**src/design/mmr_pkg.sv**
```systemverilog
/*
 * Shared widths and encodings of the FM host register block:
 * global register numbers, update-event kinds, clock divider selection
 */

package mmr_pkg;

    localparam int data_w    = 8;   // Data byte and register number
    localparam int timer_a_w = 10;

    // Global register map, part 0 unless noted in the sinks
    typedef enum logic [7:0] {
        REG_TEST    = 8'h21,
        REG_LFO     = 8'h22,
        REG_CLKA1   = 8'h24,
        REG_CLKA2   = 8'h25,
        REG_CLKB    = 8'h26,
        REG_TIMER   = 8'h27,
        REG_KON     = 8'h28,
        REG_PCM     = 8'h2A,
        REG_PCM_EN  = 8'h2B,
        REG_DACTEST = 8'h2C,
        REG_CLK_N6  = 8'h2D,
        REG_CLK_N3  = 8'h2E,
        REG_CLK_N2  = 8'h2F
    } reg_num_e;

    // Kind of per-channel / per-operator update
    typedef enum logic [3:0] {
        UP_NONE,
        UP_FNUM_LO,
        UP_ALG,
        UP_PMS,
        UP_DT1,
        UP_TL,
        UP_KS_AR,
        UP_AMEN_DR,
        UP_SR,
        UP_SL_RR,
        UP_SSGEG,
        UP_KEYON
    } up_kind_e;

    // Code 2'b10 is not listed and divides by 6 as well
    typedef enum logic [1:0] {
        DIV_2 = 2'b00,
        DIV_3 = 2'b01,
        DIV_6 = 2'b11
    } div_e;

endpackage
```
**src/design/reg_wr_if.sv**
```systemverilog
/*
 * Decoded register write, one cycle per host data write
 * src side is the bus decoder, dst side every register sink
 */

interface reg_wr_if;

    logic                       valid;  // Single-cycle write event
    logic                       part;   // Register bank, from addr[1]
    logic [mmr_pkg::data_w-1:0] sel;    // Latched register number
    logic [mmr_pkg::data_w-1:0] data;

    // No ready, every sink takes the write in the valid cycle
    modport src (
        output valid, part, sel, data
    );

    modport dst (
        input valid, part, sel, data
    );

endinterface

```
**src/design/mmr_top.sv**
```systemverilog
/*
 * Top of the host register block: bus decoder, global and
 * PCM registers, update decoder and clock divider
 */

module mmr_top #(
    parameter int busy_periods = 32,
    parameter int use_pcm      = 1
) (
    input  logic                          clk,
    input  logic                          rst,
    input  logic [mmr_pkg::data_w-1:0]    din,
    input  logic                          write,
    input  logic [1:0]                    addr,
    output logic                          clk_en,
    output logic                          busy,
    output mmr_pkg::div_e                 div_sel,
    output logic [mmr_pkg::timer_a_w-1:0] value_a,
    output logic [mmr_pkg::data_w-1:0]    value_b,
    output logic                          load_a,
    output logic                          load_b,
    output logic                          enable_irq_a,
    output logic                          enable_irq_b,
    output logic                          clr_flag_a,
    output logic                          clr_flag_b,
    output logic                          fast_timers,
    output logic                          lfo_en,
    output logic [2:0]                    lfo_freq,
    output logic                          eg_stop,
    output logic                          pg_stop,
    output logic [8:0]                    pcm,
    output logic                          pcm_en,
    output logic                          pcm_wr,
    output logic                          up_valid,
    output mmr_pkg::up_kind_e             up_kind,
    output logic [2:0]                    up_ch,
    output logic [1:0]                    up_op,
    output logic [mmr_pkg::data_w-1:0]    up_data
);

    reg_wr_if u_wr ();

    bus_decoder #(
        .busy_periods (busy_periods)
    ) u_bus (
        .clk    (clk),
        .rst    (rst),
        .din    (din),
        .write  (write),
        .addr   (addr),
        .clk_en (clk_en),
        .wr     (u_wr),
        .busy   (busy)
    );

    global_regs u_glob (
        .clk          (clk),
        .rst          (rst),
        .clk_en       (clk_en),
        .wr           (u_wr),
        .div_sel      (div_sel),
        .value_a      (value_a),
        .value_b      (value_b),
        .load_a       (load_a),
        .load_b       (load_b),
        .enable_irq_a (enable_irq_a),
        .enable_irq_b (enable_irq_b),
        .clr_flag_a   (clr_flag_a),
        .clr_flag_b   (clr_flag_b),
        .fast_timers  (fast_timers),
        .lfo_en       (lfo_en),
        .lfo_freq     (lfo_freq),
        .eg_stop      (eg_stop),
        .pg_stop      (pg_stop)
    );

    if (use_pcm != 0) begin : g_pcm
        pcm_dac u_pcm (
            .clk    (clk),
            .rst    (rst),
            .clk_en (clk_en),
            .wr     (u_wr),
            .pcm    (pcm),
            .pcm_en (pcm_en),
            .pcm_wr (pcm_wr)
        );
    end else begin : g_no_pcm
        assign pcm    = 9'd0;   // Chip variant without DAC
        assign pcm_en = 1'b0;
        assign pcm_wr = 1'b0;
    end

    opreg_decode u_opreg (
        .clk      (clk),
        .rst      (rst),
        .wr       (u_wr),
        .up_valid (up_valid),
        .up_kind  (up_kind),
        .up_ch    (up_ch),
        .up_op    (up_op),
        .up_data  (up_data)
    );

    clk_divider u_div (
        .clk     (clk),
        .rst     (rst),
        .div_sel (div_sel),
        .clk_en  (clk_en)
    );

endmodule

```
**src/design/opreg_decode.sv**
```systemverilog
/*
 * Channel and operator register decoder, turns data writes
 * into update events for the per-channel register file
 */

module opreg_decode (
    input  logic                       clk,
    input  logic                       rst,
    reg_wr_if.dst                      wr,
    output logic                       up_valid,
    output mmr_pkg::up_kind_e          up_kind,
    output logic [2:0]                 up_ch,
    output logic [1:0]                 up_op,
    output logic [mmr_pkg::data_w-1:0] up_data
);

    mmr_pkg::up_kind_e kind;

    always_comb begin
        kind = mmr_pkg::UP_NONE;
        if (wr.sel == mmr_pkg::REG_KON && !wr.part)
            kind = mmr_pkg::UP_KEYON;
        else if (wr.sel[1:0] != 2'b11) begin    // Slot 3 does not exist
            case (wr.sel[7:4])
                4'h3: kind = mmr_pkg::UP_DT1;
                4'h4: kind = mmr_pkg::UP_TL;
                4'h5: kind = mmr_pkg::UP_KS_AR;
                4'h6: kind = mmr_pkg::UP_AMEN_DR;
                4'h7: kind = mmr_pkg::UP_SR;
                4'h8: kind = mmr_pkg::UP_SL_RR;
                4'h9: kind = mmr_pkg::UP_SSGEG;
                4'hA: if (wr.sel[3:2] == 2'b00) kind = mmr_pkg::UP_FNUM_LO;
                4'hB: begin
                    if (wr.sel[3:2] == 2'b00)
                        kind = mmr_pkg::UP_ALG;
                    else if (wr.sel[3:2] == 2'b01)
                        kind = mmr_pkg::UP_PMS;
                end
                default: ;
            endcase
        end
    end

    always_ff @(posedge clk) begin
        if (rst) begin
            up_valid <= 1'b0;
            up_kind  <= mmr_pkg::UP_NONE;
        end else begin
            up_valid <= wr.valid && (kind != mmr_pkg::UP_NONE);
            up_kind  <= wr.valid ? kind : mmr_pkg::UP_NONE;
        end
    end

    // Payload follows the event
    always_ff @(posedge clk) begin
        if (wr.valid) begin
            up_ch   <= {wr.part, wr.sel[1:0]};
            up_op   <= wr.sel[3:2];             // 0=S1 1=S3 2=S2 3=S4
            up_data <= wr.data;
        end
    end

    a_kind_known : assert property (@(posedge clk) disable iff (rst)
        up_valid |-> up_kind != mmr_pkg::UP_NONE);

endmodule

```
**src/design/clk_divider.sv**
```systemverilog
/*
 * Master clock-enable generator, period 6, 3 or 2
 * clocks as picked by the prescaler registers
 */

module clk_divider (
    input  logic          clk,
    input  logic          rst,
    input  mmr_pkg::div_e div_sel,
    output logic          clk_en
);

    logic [2:0] cnt;
    logic [2:0] reload;

    // Reload is period minus one
    always_comb begin
        case (div_sel)
            mmr_pkg::DIV_2: reload = 3'd1;
            mmr_pkg::DIV_3: reload = 3'd2;
            default:        reload = 3'd5;  // /6, also for code 10
        endcase
    end

    always_ff @(posedge clk) begin
        if (rst)
            cnt <= 3'd5;
        else if (cnt == 3'd0)
            cnt <= reload;          // New period starts here
        else
            cnt <= cnt - 3'd1;
    end

    assign clk_en = (cnt == 3'd0);

    a_cen_single : assert property (@(posedge clk) disable iff (rst)
        clk_en |=> !clk_en);

endmodule

```
**src/design/pcm_dac.sv**
```systemverilog
/*
 * PCM DAC sample register with enable and
 * single-cycle write pulse
 */

module pcm_dac (
    input  logic       clk,
    input  logic       rst,
    input  logic       clk_en,
    reg_wr_if.dst      wr,
    output logic [8:0] pcm,
    output logic       pcm_en,
    output logic       pcm_wr
);

    always_ff @(posedge clk) begin
        if (rst) begin
            pcm    <= 9'd0;
            pcm_en <= 1'b0;
            pcm_wr <= 1'b0;
        end else begin
            pcm_wr <= wr.valid && (wr.sel == mmr_pkg::REG_PCM);
            if (wr.valid) begin
                case (wr.sel)
                    mmr_pkg::REG_PCM:     pcm <= {~wr.data[7], wr.data[6:0], 1'b1}; // Offset binary
                    mmr_pkg::REG_PCM_EN:  pcm_en <= wr.data[7];
                    mmr_pkg::REG_DACTEST: pcm[0] <= wr.data[3];    // Extra LSB
                    default: ;
                endcase
            end
        end
    end

endmodule

```
**src/design/global_regs.sv**
```systemverilog
/*
 * Global control registers: test stops, LFO, timer A/B values
 * and control, one-shot timer flag clears, clock divider select
 */

module global_regs (
    input  logic                          clk,
    input  logic                          rst,
    input  logic                          clk_en,
    reg_wr_if.dst                         wr,
    output mmr_pkg::div_e                 div_sel,
    output logic [mmr_pkg::timer_a_w-1:0] value_a,
    output logic [mmr_pkg::data_w-1:0]    value_b,
    output logic                          load_a,
    output logic                          load_b,
    output logic                          enable_irq_a,
    output logic                          enable_irq_b,
    output logic                          clr_flag_a,
    output logic                          clr_flag_b,
    output logic                          fast_timers,
    output logic                          lfo_en,
    output logic [2:0]                    lfo_freq,
    output logic                          eg_stop,
    output logic                          pg_stop
);

    always_ff @(posedge clk) begin
        if (rst) begin
            div_sel      <= mmr_pkg::DIV_6;
            value_a      <= '0;
            value_b      <= '0;
            {clr_flag_b, clr_flag_a} <= 2'b00;
            {enable_irq_b, enable_irq_a} <= 2'b00;
            {load_b, load_a} <= 2'b00;
            fast_timers  <= 1'b0;
            lfo_en       <= 1'b0;
            lfo_freq     <= 3'd0;
            eg_stop      <= 1'b0;
            pg_stop      <= 1'b0;
        end else if (wr.valid) begin
            case (wr.sel)
                mmr_pkg::REG_TEST: begin
                    if (!wr.part) begin
                        eg_stop     <= wr.data[5];
                        pg_stop     <= wr.data[3];
                        fast_timers <= wr.data[2];
                    end
                end
                mmr_pkg::REG_LFO:
                    if (!wr.part) {lfo_en, lfo_freq} <= wr.data[3:0];
                mmr_pkg::REG_CLKA1:
                    if (!wr.part) value_a[mmr_pkg::timer_a_w-1:2] <= wr.data;
                mmr_pkg::REG_CLKA2:
                    if (!wr.part) value_a[1:0] <= wr.data[1:0];
                mmr_pkg::REG_CLKB:  value_b <= wr.data;    // Either part
                mmr_pkg::REG_TIMER: begin
                    {clr_flag_b, clr_flag_a,
                     enable_irq_b, enable_irq_a,
                     load_b, load_a} <= wr.data[5:0];
                end
                // Prescaler bits accumulate, 2F drops back to /2
                mmr_pkg::REG_CLK_N6: div_sel <= mmr_pkg::div_e'({1'b1, div_sel[0]});
                mmr_pkg::REG_CLK_N3: div_sel <= mmr_pkg::div_e'({div_sel[1], 1'b1});
                mmr_pkg::REG_CLK_N2: div_sel <= mmr_pkg::DIV_2;
                default: ;
            endcase
        end else if (clk_en) begin
            clr_flag_a <= 1'b0;     // Flag clears are one-shot
            clr_flag_b <= 1'b0;
        end
    end

    // Timer block sees each clear on at least one clock-enable
    a_clr_on_cen : assert property (@(posedge clk) disable iff (rst)
        ($fell(clr_flag_a) || $fell(clr_flag_b)) |-> $past(clk_en));

endmodule

```
**src/design/bus_decoder.sv**
```systemverilog
/*
 * Host bus front end: address latch, part select,
 * data write event and the advisory busy timer
 */

module bus_decoder #(
    parameter int busy_periods = 32
) (
    input  logic                       clk,
    input  logic                       rst,
    input  logic [mmr_pkg::data_w-1:0] din,
    input  logic                       write,
    input  logic [1:0]                 addr,
    input  logic                       clk_en,
    reg_wr_if.src                      wr,
    output logic                       busy
);

    localparam int cnt_w = $clog2(busy_periods + 1);

    logic             old_write;
    logic             data_wr;
    logic [cnt_w-1:0] busy_cnt;

    assign data_wr = write && addr[0];

    always_ff @(posedge clk) begin
        if (rst) begin
            old_write <= 1'b0;
            wr.valid  <= 1'b0;
            wr.sel    <= '0;
            wr.part   <= 1'b0;
        end else begin
            old_write <= write;
            wr.valid  <= data_wr;       // One cycle after the data strobe
            if (write && !addr[0]) begin
                wr.sel  <= din;         // Address phase
                wr.part <= addr[1];
            end
        end
    end

    always_ff @(posedge clk) begin
        if (data_wr)
            wr.data <= din;
    end

    // Busy spans busy_periods clock-enable pulses after each data write
    always_ff @(posedge clk) begin
        if (rst) begin
            busy     <= 1'b0;
            busy_cnt <= '0;
        end else if (data_wr && !old_write) begin
            busy     <= 1'b1;
            busy_cnt <= '0;             // Restart on a new write
        end else if (clk_en && busy) begin
            if (busy_cnt == cnt_w'(busy_periods - 1))
                busy <= 1'b0;
            busy_cnt <= busy_cnt + 1'b1;
        end
    end

    // Host strobes are single cycle, so events never merge
    a_valid_single : assert property (@(posedge clk) disable iff (rst)
        wr.valid |=> !wr.valid);

endmodule

```
**config.mk**
```make
export PLATFORM = sky130hd
export DESIGN_NAME = mmr_top
export DESIGN_NICKNAME = d
export VERILOG_FILES = /design/src/design/mmr_pkg.sv /design/src/design/reg_wr_if.sv /design/src/design/mmr_top.sv /design/src/design/opreg_decode.sv /design/src/design/clk_divider.sv /design/src/design/pcm_dac.sv /design/src/design/global_regs.sv /design/src/design/bus_decoder.sv
export SDC_FILE = /design/constraint.sdc
export NUM_CORES = 1
export LEC_CHECK = 0
export BUFFER_PORTS_ARGS = -buffer_cell sky130_fd_sc_hd__clkbuf_2
export CAP_MARGIN = 10
export CORE_MARGIN = 1
export CORE_UTILIZATION = 48
export DETAILED_ROUTE_END_ITERATION = 6
export PLACE_DENSITY = 0.75
export SETUP_SLACK_MARGIN = 0.2
export SYNTH_ARGS = -nofsm -noshare
export SYNTH_HDL_FRONTEND = slang
export SYNTH_SLANG_ARGS = --single-unit
```
**constraint.sdc**
```tcl
create_clock -name clk -period 2 [get_ports clk]
set_clock_uncertainty 0.15 [all_clocks]
set_input_delay 0.6 -clock clk [delete_from_list [all_inputs] [get_ports clk]]
set_output_delay 0.6 -clock clk [all_outputs]
set_load 0.005 [all_outputs]
```
### After elaboration in Yosys (flattened, before gate mapping)

Cells that the tools add are included.

* logic and storage cells: 120
* bits in registers: 91

* muxes and demuxes: 18
* reduce and logical (&&, ||, !) cells: 35
* bitwise logic cells: 5
* eq/ne operators: 27
* add/sub/neg operators: 2

Operators by type and width (count)
* $eq A8 B6 Y1 const B: 13
* $pmux W4 S9: 1
* $reduce_and A3 Y1: 6
* $eq A4 B3 Y1 const B: 4
* $eq A4 B4 Y1 const B: 4
* $reduce_and A2 Y1: 7
* $mux W4: 3
* $reduce_bool A2 Y1: 6
* $mux W1: 9
* $logic_and A1 B1 Y1: 7
* $add A6 B1 Y6 const B: 1
* $eq A6 B5 Y1 const B: 1
* $pmux W2 S3: 1
* $pmux W3 S2: 1
* $not A1 Y1: 5
* $eq A2 B1 Y1 const B: 2
* $eq A4 B2 Y1 const B: 1
* $logic_not A2 Y1: 2
* $reduce_bool A4 Y1: 1
* $reduce_or A2 Y1: 2
* $logic_not A1 Y1: 3
* $logic_not A3 Y1: 1
* $mux W3: 1
* $sub A3 B1 Y3 const B: 1
* other kinds (4): 4

### Depth between registers and ports, before layout

* word-level depth: 8
* gate-level depth with buffers: 7

### Cells and area by module

From an unflattened synthesis, not the netlist that was laid out.

* cell total of the unflattened synthesis: 342
* area total of the unflattened synthesis: 3674.8 um^2

Modules (own cells, without submodules)
* global_regs: sequential area each 660.6 um^2, cells an instance 133, area an instance 1361.3 um^2, times used 1
* bus_decoder: sequential area each 600.6 um^2, cells an instance 89, area an instance 915.9 um^2, times used 1
* opreg_decode: sequential area each 490.5 um^2, cells an instance 52, area an instance 689.4 um^2, times used 1
* pcm_dac: sequential area each 220.2 um^2, cells an instance 51, area an instance 548.0 um^2, times used 1
* clk_divider: sequential area each 60.1 um^2, cells an instance 17, area an instance 160.2 um^2, times used 1

### Worst setup path after synthesis

No wires, ideal clock.

* path type: register -> register
* start point: register u_bus.wr.valid
* end point: register u_glob.lfo_en
* required time: 1.721 ns
* arrival time: 1.723 ns
* cell stages (with the launch flop): 6
* slack: -0.002 ns
* cell sequence: dfxtp_1 > nand4b_4 > or4b_1 > buf_2 > mux2i_1 > nor2_1

* cells in the longest elaborated chain, start to end: 1

Ends and longest elaborated chain
* start: declaration: line reg_wr_if.sv:15 `output valid, part, sel, data`
* start signal: assignment: line bus_decoder.sv:35 `wr.valid <= data_wr;`
* $reduce_and A3 Y1 (no line)
* end signal: assignment: line global_regs.sv:50 `if (!wr.part) {lfo_en, lfo_freq} <= wr.data[3:0];`
* end: declaration: line global_regs.sv:21 `output logic lfo_en,`

No other way between the ends.
A chain may end at the register's enable or synchronous reset.

### Final worst setup path

* start point: register u_div.cnt[0]
* end point: output clk_en

* cells in the longest elaborated chain, start to end: 1

Ends and longest elaborated chain
* start: declaration: line clk_divider.sv:13 `logic [2:0] cnt;`
* start signal: assignment: line clk_divider.sv:29 `cnt <= reload;`
* start signal: assignment: line clk_divider.sv:31 `cnt <= cnt - 3'd1;`
* $logic_not A3 Y1: line clk_divider.sv:34 `assign clk_en = (cnt == 3'd0);`
* end: declaration: line mmr_top.sv:15 `output logic clk_en,`

No other way between the ends.

==> impl_metrics.sql <==
INSERT INTO impl_metrics (metric_group, metric, value, unit) VALUES
('grt', 'grt_pass1_vias', '2552', ''),
('synthesis', 'yosysUniqueCellTypes', '44', ''),
('job', 'drv_cap', '0', ''),
('final_layout', 'area_of_combinational_cells_with_multiple_inputs', '1450', 'µm²'),
('floorplan', 'floorplan.die.width', '87.8', 'µm'),
('hold_path', 'hold_start', 'din[0]', ''),
('route', 'antenna_left', '0', ''),
('worst_setup_path', 'worst_ep_required_time', '1250', 'ps'),
('grt', 'grt_start_max_net_pins', '23', ''),
('worst_setup_path', 'reg2regPathDepth', '7', ''),
('place', 'dp_worst_setup_slack', '49.8', 'ps'),
('synthesis', 'sequential_share_of_the_synthesized_area', '0.575', ''),
('place', 'post-place-cells', '496', ''),
('synthesis', 'synth_area_per_cell', '10.7', 'µm²'),
('floorplan', 'core_area', '6940', 'µm²'),
('clock_network', 'holdBufCountCts', '0', ''),
('route', 'detailedRoute.firstIterationViolations', '137', ''),
('power', 'p_per_area', '743', 'nW/µm²'),
('worst_setup_path', 'critical_path_peak_fanout', '2', ''),
('sta', 'post-route-worst-setup-slack', '122', 'ps'),
('grt', 'grt_antenna_before_repair', '0', ''),
('worst_setup_path', 'cp.arrival', '1130', 'ps'),
('worst_setup_path', 'critPathSlowestCell', 'dfxtp_1', ''),
('route', 'via_density_per_instance', '5.12', ''),
('grt', 'grt_usage', '0.216', ''),
('sta', 'finalCritPeriodShare', '0.939', ''),
('worst_setup_path', 'slowest_delay', '310', 'ps'),
('hold_path', 'hold_path_class', 'input port to flip-flop', ''),
('floorplan', 'die_height', '87.8', 'µm'),
('place', 'hpwl', '5480', 'µm'),
('hold_path', 'worst_hold_end', 'u_bus.wr.data[0]', ''),
('place', 'gp_congestion', '0.851', ''),
('route', 'drc_errors', '0', ''),
('sta', 'max_freq', '533', 'MHz'),
('floorplan', 'ioPinCount', '77', ''),
('floorplan', 'start_util', '0.509', ''),
('synthesis', 'synth.yosys.warnings', '0', ''),
('clock_network', 'clock_transition_at_the_registers_of_the_reported_paths', '90', 'ps'),
('grt', 'gr-total-overflow', '0', ''),
('synthesis', 'synth_edf_count', '21', ''),
('route', 'vias', '2726', ''),
('clock_network', 'clk_latency', '370', 'ps'),
('clock_network', 'clockRootBuffer', 'clkbuf_8', ''),
('sta', 'totalNegativeSetupSlack', '0', 'ps'),
('sta', 'timing.max_slew.rel_slack', '0.737', ''),
('worst_setup_path', 'critPathKind', 'flip-flop to primary output', ''),
('synthesis', 'synth_instances', '330', ''),
('worst_setup_path', 'regToRegSetupSlack', '220', 'ps'),
('route', 'sum_of_routed_wire_length_over_all_layers', '8230', 'µm'),
('place', 'numPortBuffers', '76', ''),
('sta', 'fin_worst_hold_slack', '277', 'ps'),
('final_layout', 'layout.cells.most_common_list', 'clkbuf_2 (76), dfxtp_1 (65), nor2_1 (51), mux2i_1 (39), nand2_1 (34)', ''),
('sta', 'timing.final.crit_period', '1880', 'ps'),
('grt', 'grt_first_pass_wirelength', '12400', 'µm'),
('clock_network', 'cts_inserted_buffers', '9', ''),
('worst_setup_path', 'startpoint_type', 'flip-flop', ''),
('final_layout', 'syn2layout_area_growth', '25.1', '%'),
('route', 'wl_per_cell', '15.5', 'µm'),
('synthesis', 'post_synthesis_instance_area', '3530', 'µm²'),
('final_layout', 'ff_latch_area', '2040', 'µm²'),
('floorplan', 'die_area', '7710', 'µm²'),
('final_layout', 'layout.filler_cells', '569', ''),
('floorplan', 'floorplan.rows', '30', ''),
('final_layout', 'n_antenna_cell', '0', ''),
('outcome', 'run_status', 'completed', ''),
('clock_network', 'cts_tree', 'done', ''),
('final_layout', 'most_frequent_standard_cell_in_the_layout_excluding_fill_and_tap_cells', 'clkbuf_2', ''),
('synthesis', 'synth_seq_cells', '91', ''),
('synthesis', 'postSynth.asyncResetShare', '0', ''),
('sta', 'drv_slew', '0', ''),
('final_layout', 'layout.nets', '450', '');
how the worst max path moves through the flow:
stage / slack [ps] / cells past startpoint / from / end
2_1_floorplan: 190 / 7 / u_bus.wr.sel[6] / u_glob.lfo_en
3_3_place_gp: 120 / 6 / u_bus.wr.sel[6] / u_glob.value_a[8]
3_5_place_dp: 50 / 6 / u_bus.wr.sel[7] / u_glob.value_a[5]
4_1_cts: 90 / 4 / u_div.cnt[0] / clk_en
5_1_grt: 70 / 4 / u_div.cnt[0] / clk_en
6_report: 120 / 4 / u_div.cnt[0] / clk_en
worst max-delay path: cells and delay by family (launching register included):
| family | cells | cell delay (ps) |
|---|---|---|
| flip-flops | 1 | 310 |
| buffers and inverters | 2 | 180 |
| adder cells (fa/ha/maj) | 1 | 130 |
| AND/OR/NAND/NOR | 1 | 140 |
through the flow:
step	utilization	total power, mW	area (µm²)
after CTS	0.618	3.27	4290
after global routing	0.637	3.41	4420
after floorplan	-	2.11	3560
after detailed placement	0.583	2.19	4050
final	0.637	3.29	4420
after global placement	0.583	2.19	4050
repair_timing:
action                     4_1_cts  5_1_grt
buffers inserted                 7       11
setup endpoints to repair       24       32
gates cloned                     0        2
hold endpoints to repair         0        0
resized for setup                9        7
pin swaps                        5        8
power breakdown:
group          switching [mW]  total [mW]  internal (mW)
sequential             0.0480        1.97           1.92
combinational           0.122       0.225          0.103
clock                   0.640        1.09          0.451
layout make-up:
type	instances	area share
clock buffer	10	0.0289
tap	96	0.0272
clock inverter	6	0.00877
inverter	7	0.00594
multi-input combinational	216	0.329
timing repair buffer	106	0.139
sequential	91	0.462
metal layers:
layer  share of wire  GRT usage
met5               0          0
met4           0.015     0.0924
met3           0.052     0.0575
met2            0.49      0.342
met1            0.44      0.280
sequential cells by signal (all words and copies together), names as in the netlist, 2 cells and up:
| signal | flops |
|---|---|
| u_glob.value_a | 10 |
| u_bus.wr.sel | 8 |
| u_opreg.up_ch | 3 |
| u_glob.div_sel | 2 |
| u_glob.lfo_freq | 3 |
| u_opreg.up_op | 2 |
| u_glob.value_b | 8 |
| g_pcm.u_pcm.pcm | 9 |
| u_bus.busy_cnt | 6 |
| u_opreg.up_data | 8 |
| u_opreg.up_kind | 4 |
| u_div.cnt | 3 |
| u_bus.wr.data | 8 |
logic make-up (layout without fill, tap and decap cells):
| group | Yosys count | after routing | synth area share |
|---|---|---|---|
| and+or+nand+nor | 128 | 130 | 0.184 |
| DFF | 91 | 91 | 0.575 |
| muxes | 40 | 40 | 0.114 |
| AOI/OAI and AO/OA | 35 | 35 | 0.0584 |
| buffers and inverters | 25 | 129 | 0.0347 |
| adders and majority gates | 6 | 6 | 0.0212 |
| xor gates and xnor gates | 5 | 5 | 0.0124 |
Yosys cell counts (all sizes together) (3+ instances only):
cell / number / area share
nand2: 34 / 0.036
nor3: 5 / 0.013
ha: 6 / 0.021
mux2i: 39 / 0.11
buf: 9 / 0.018
inv: 7 / 0.0074
nand2b: 6 / 0.011
nor2: 51 / 0.054
or3: 3 / 0.0067
edfxtp: 21 / 0.18
a31o: 3 / 0.0074
a21oi: 19 / 0.028
o21ai: 7 / 0.0099
or2: 3 / 0.0053
nor2b: 6 / 0.011
clkbuf: 9 / 0.0096
dfxtp: 70 / 0.40
xnor2: 3 / 0.0074
nand4: 3 / 0.0053
nor4b: 3 / 0.0074
Power figures use the tool's default switching activity.
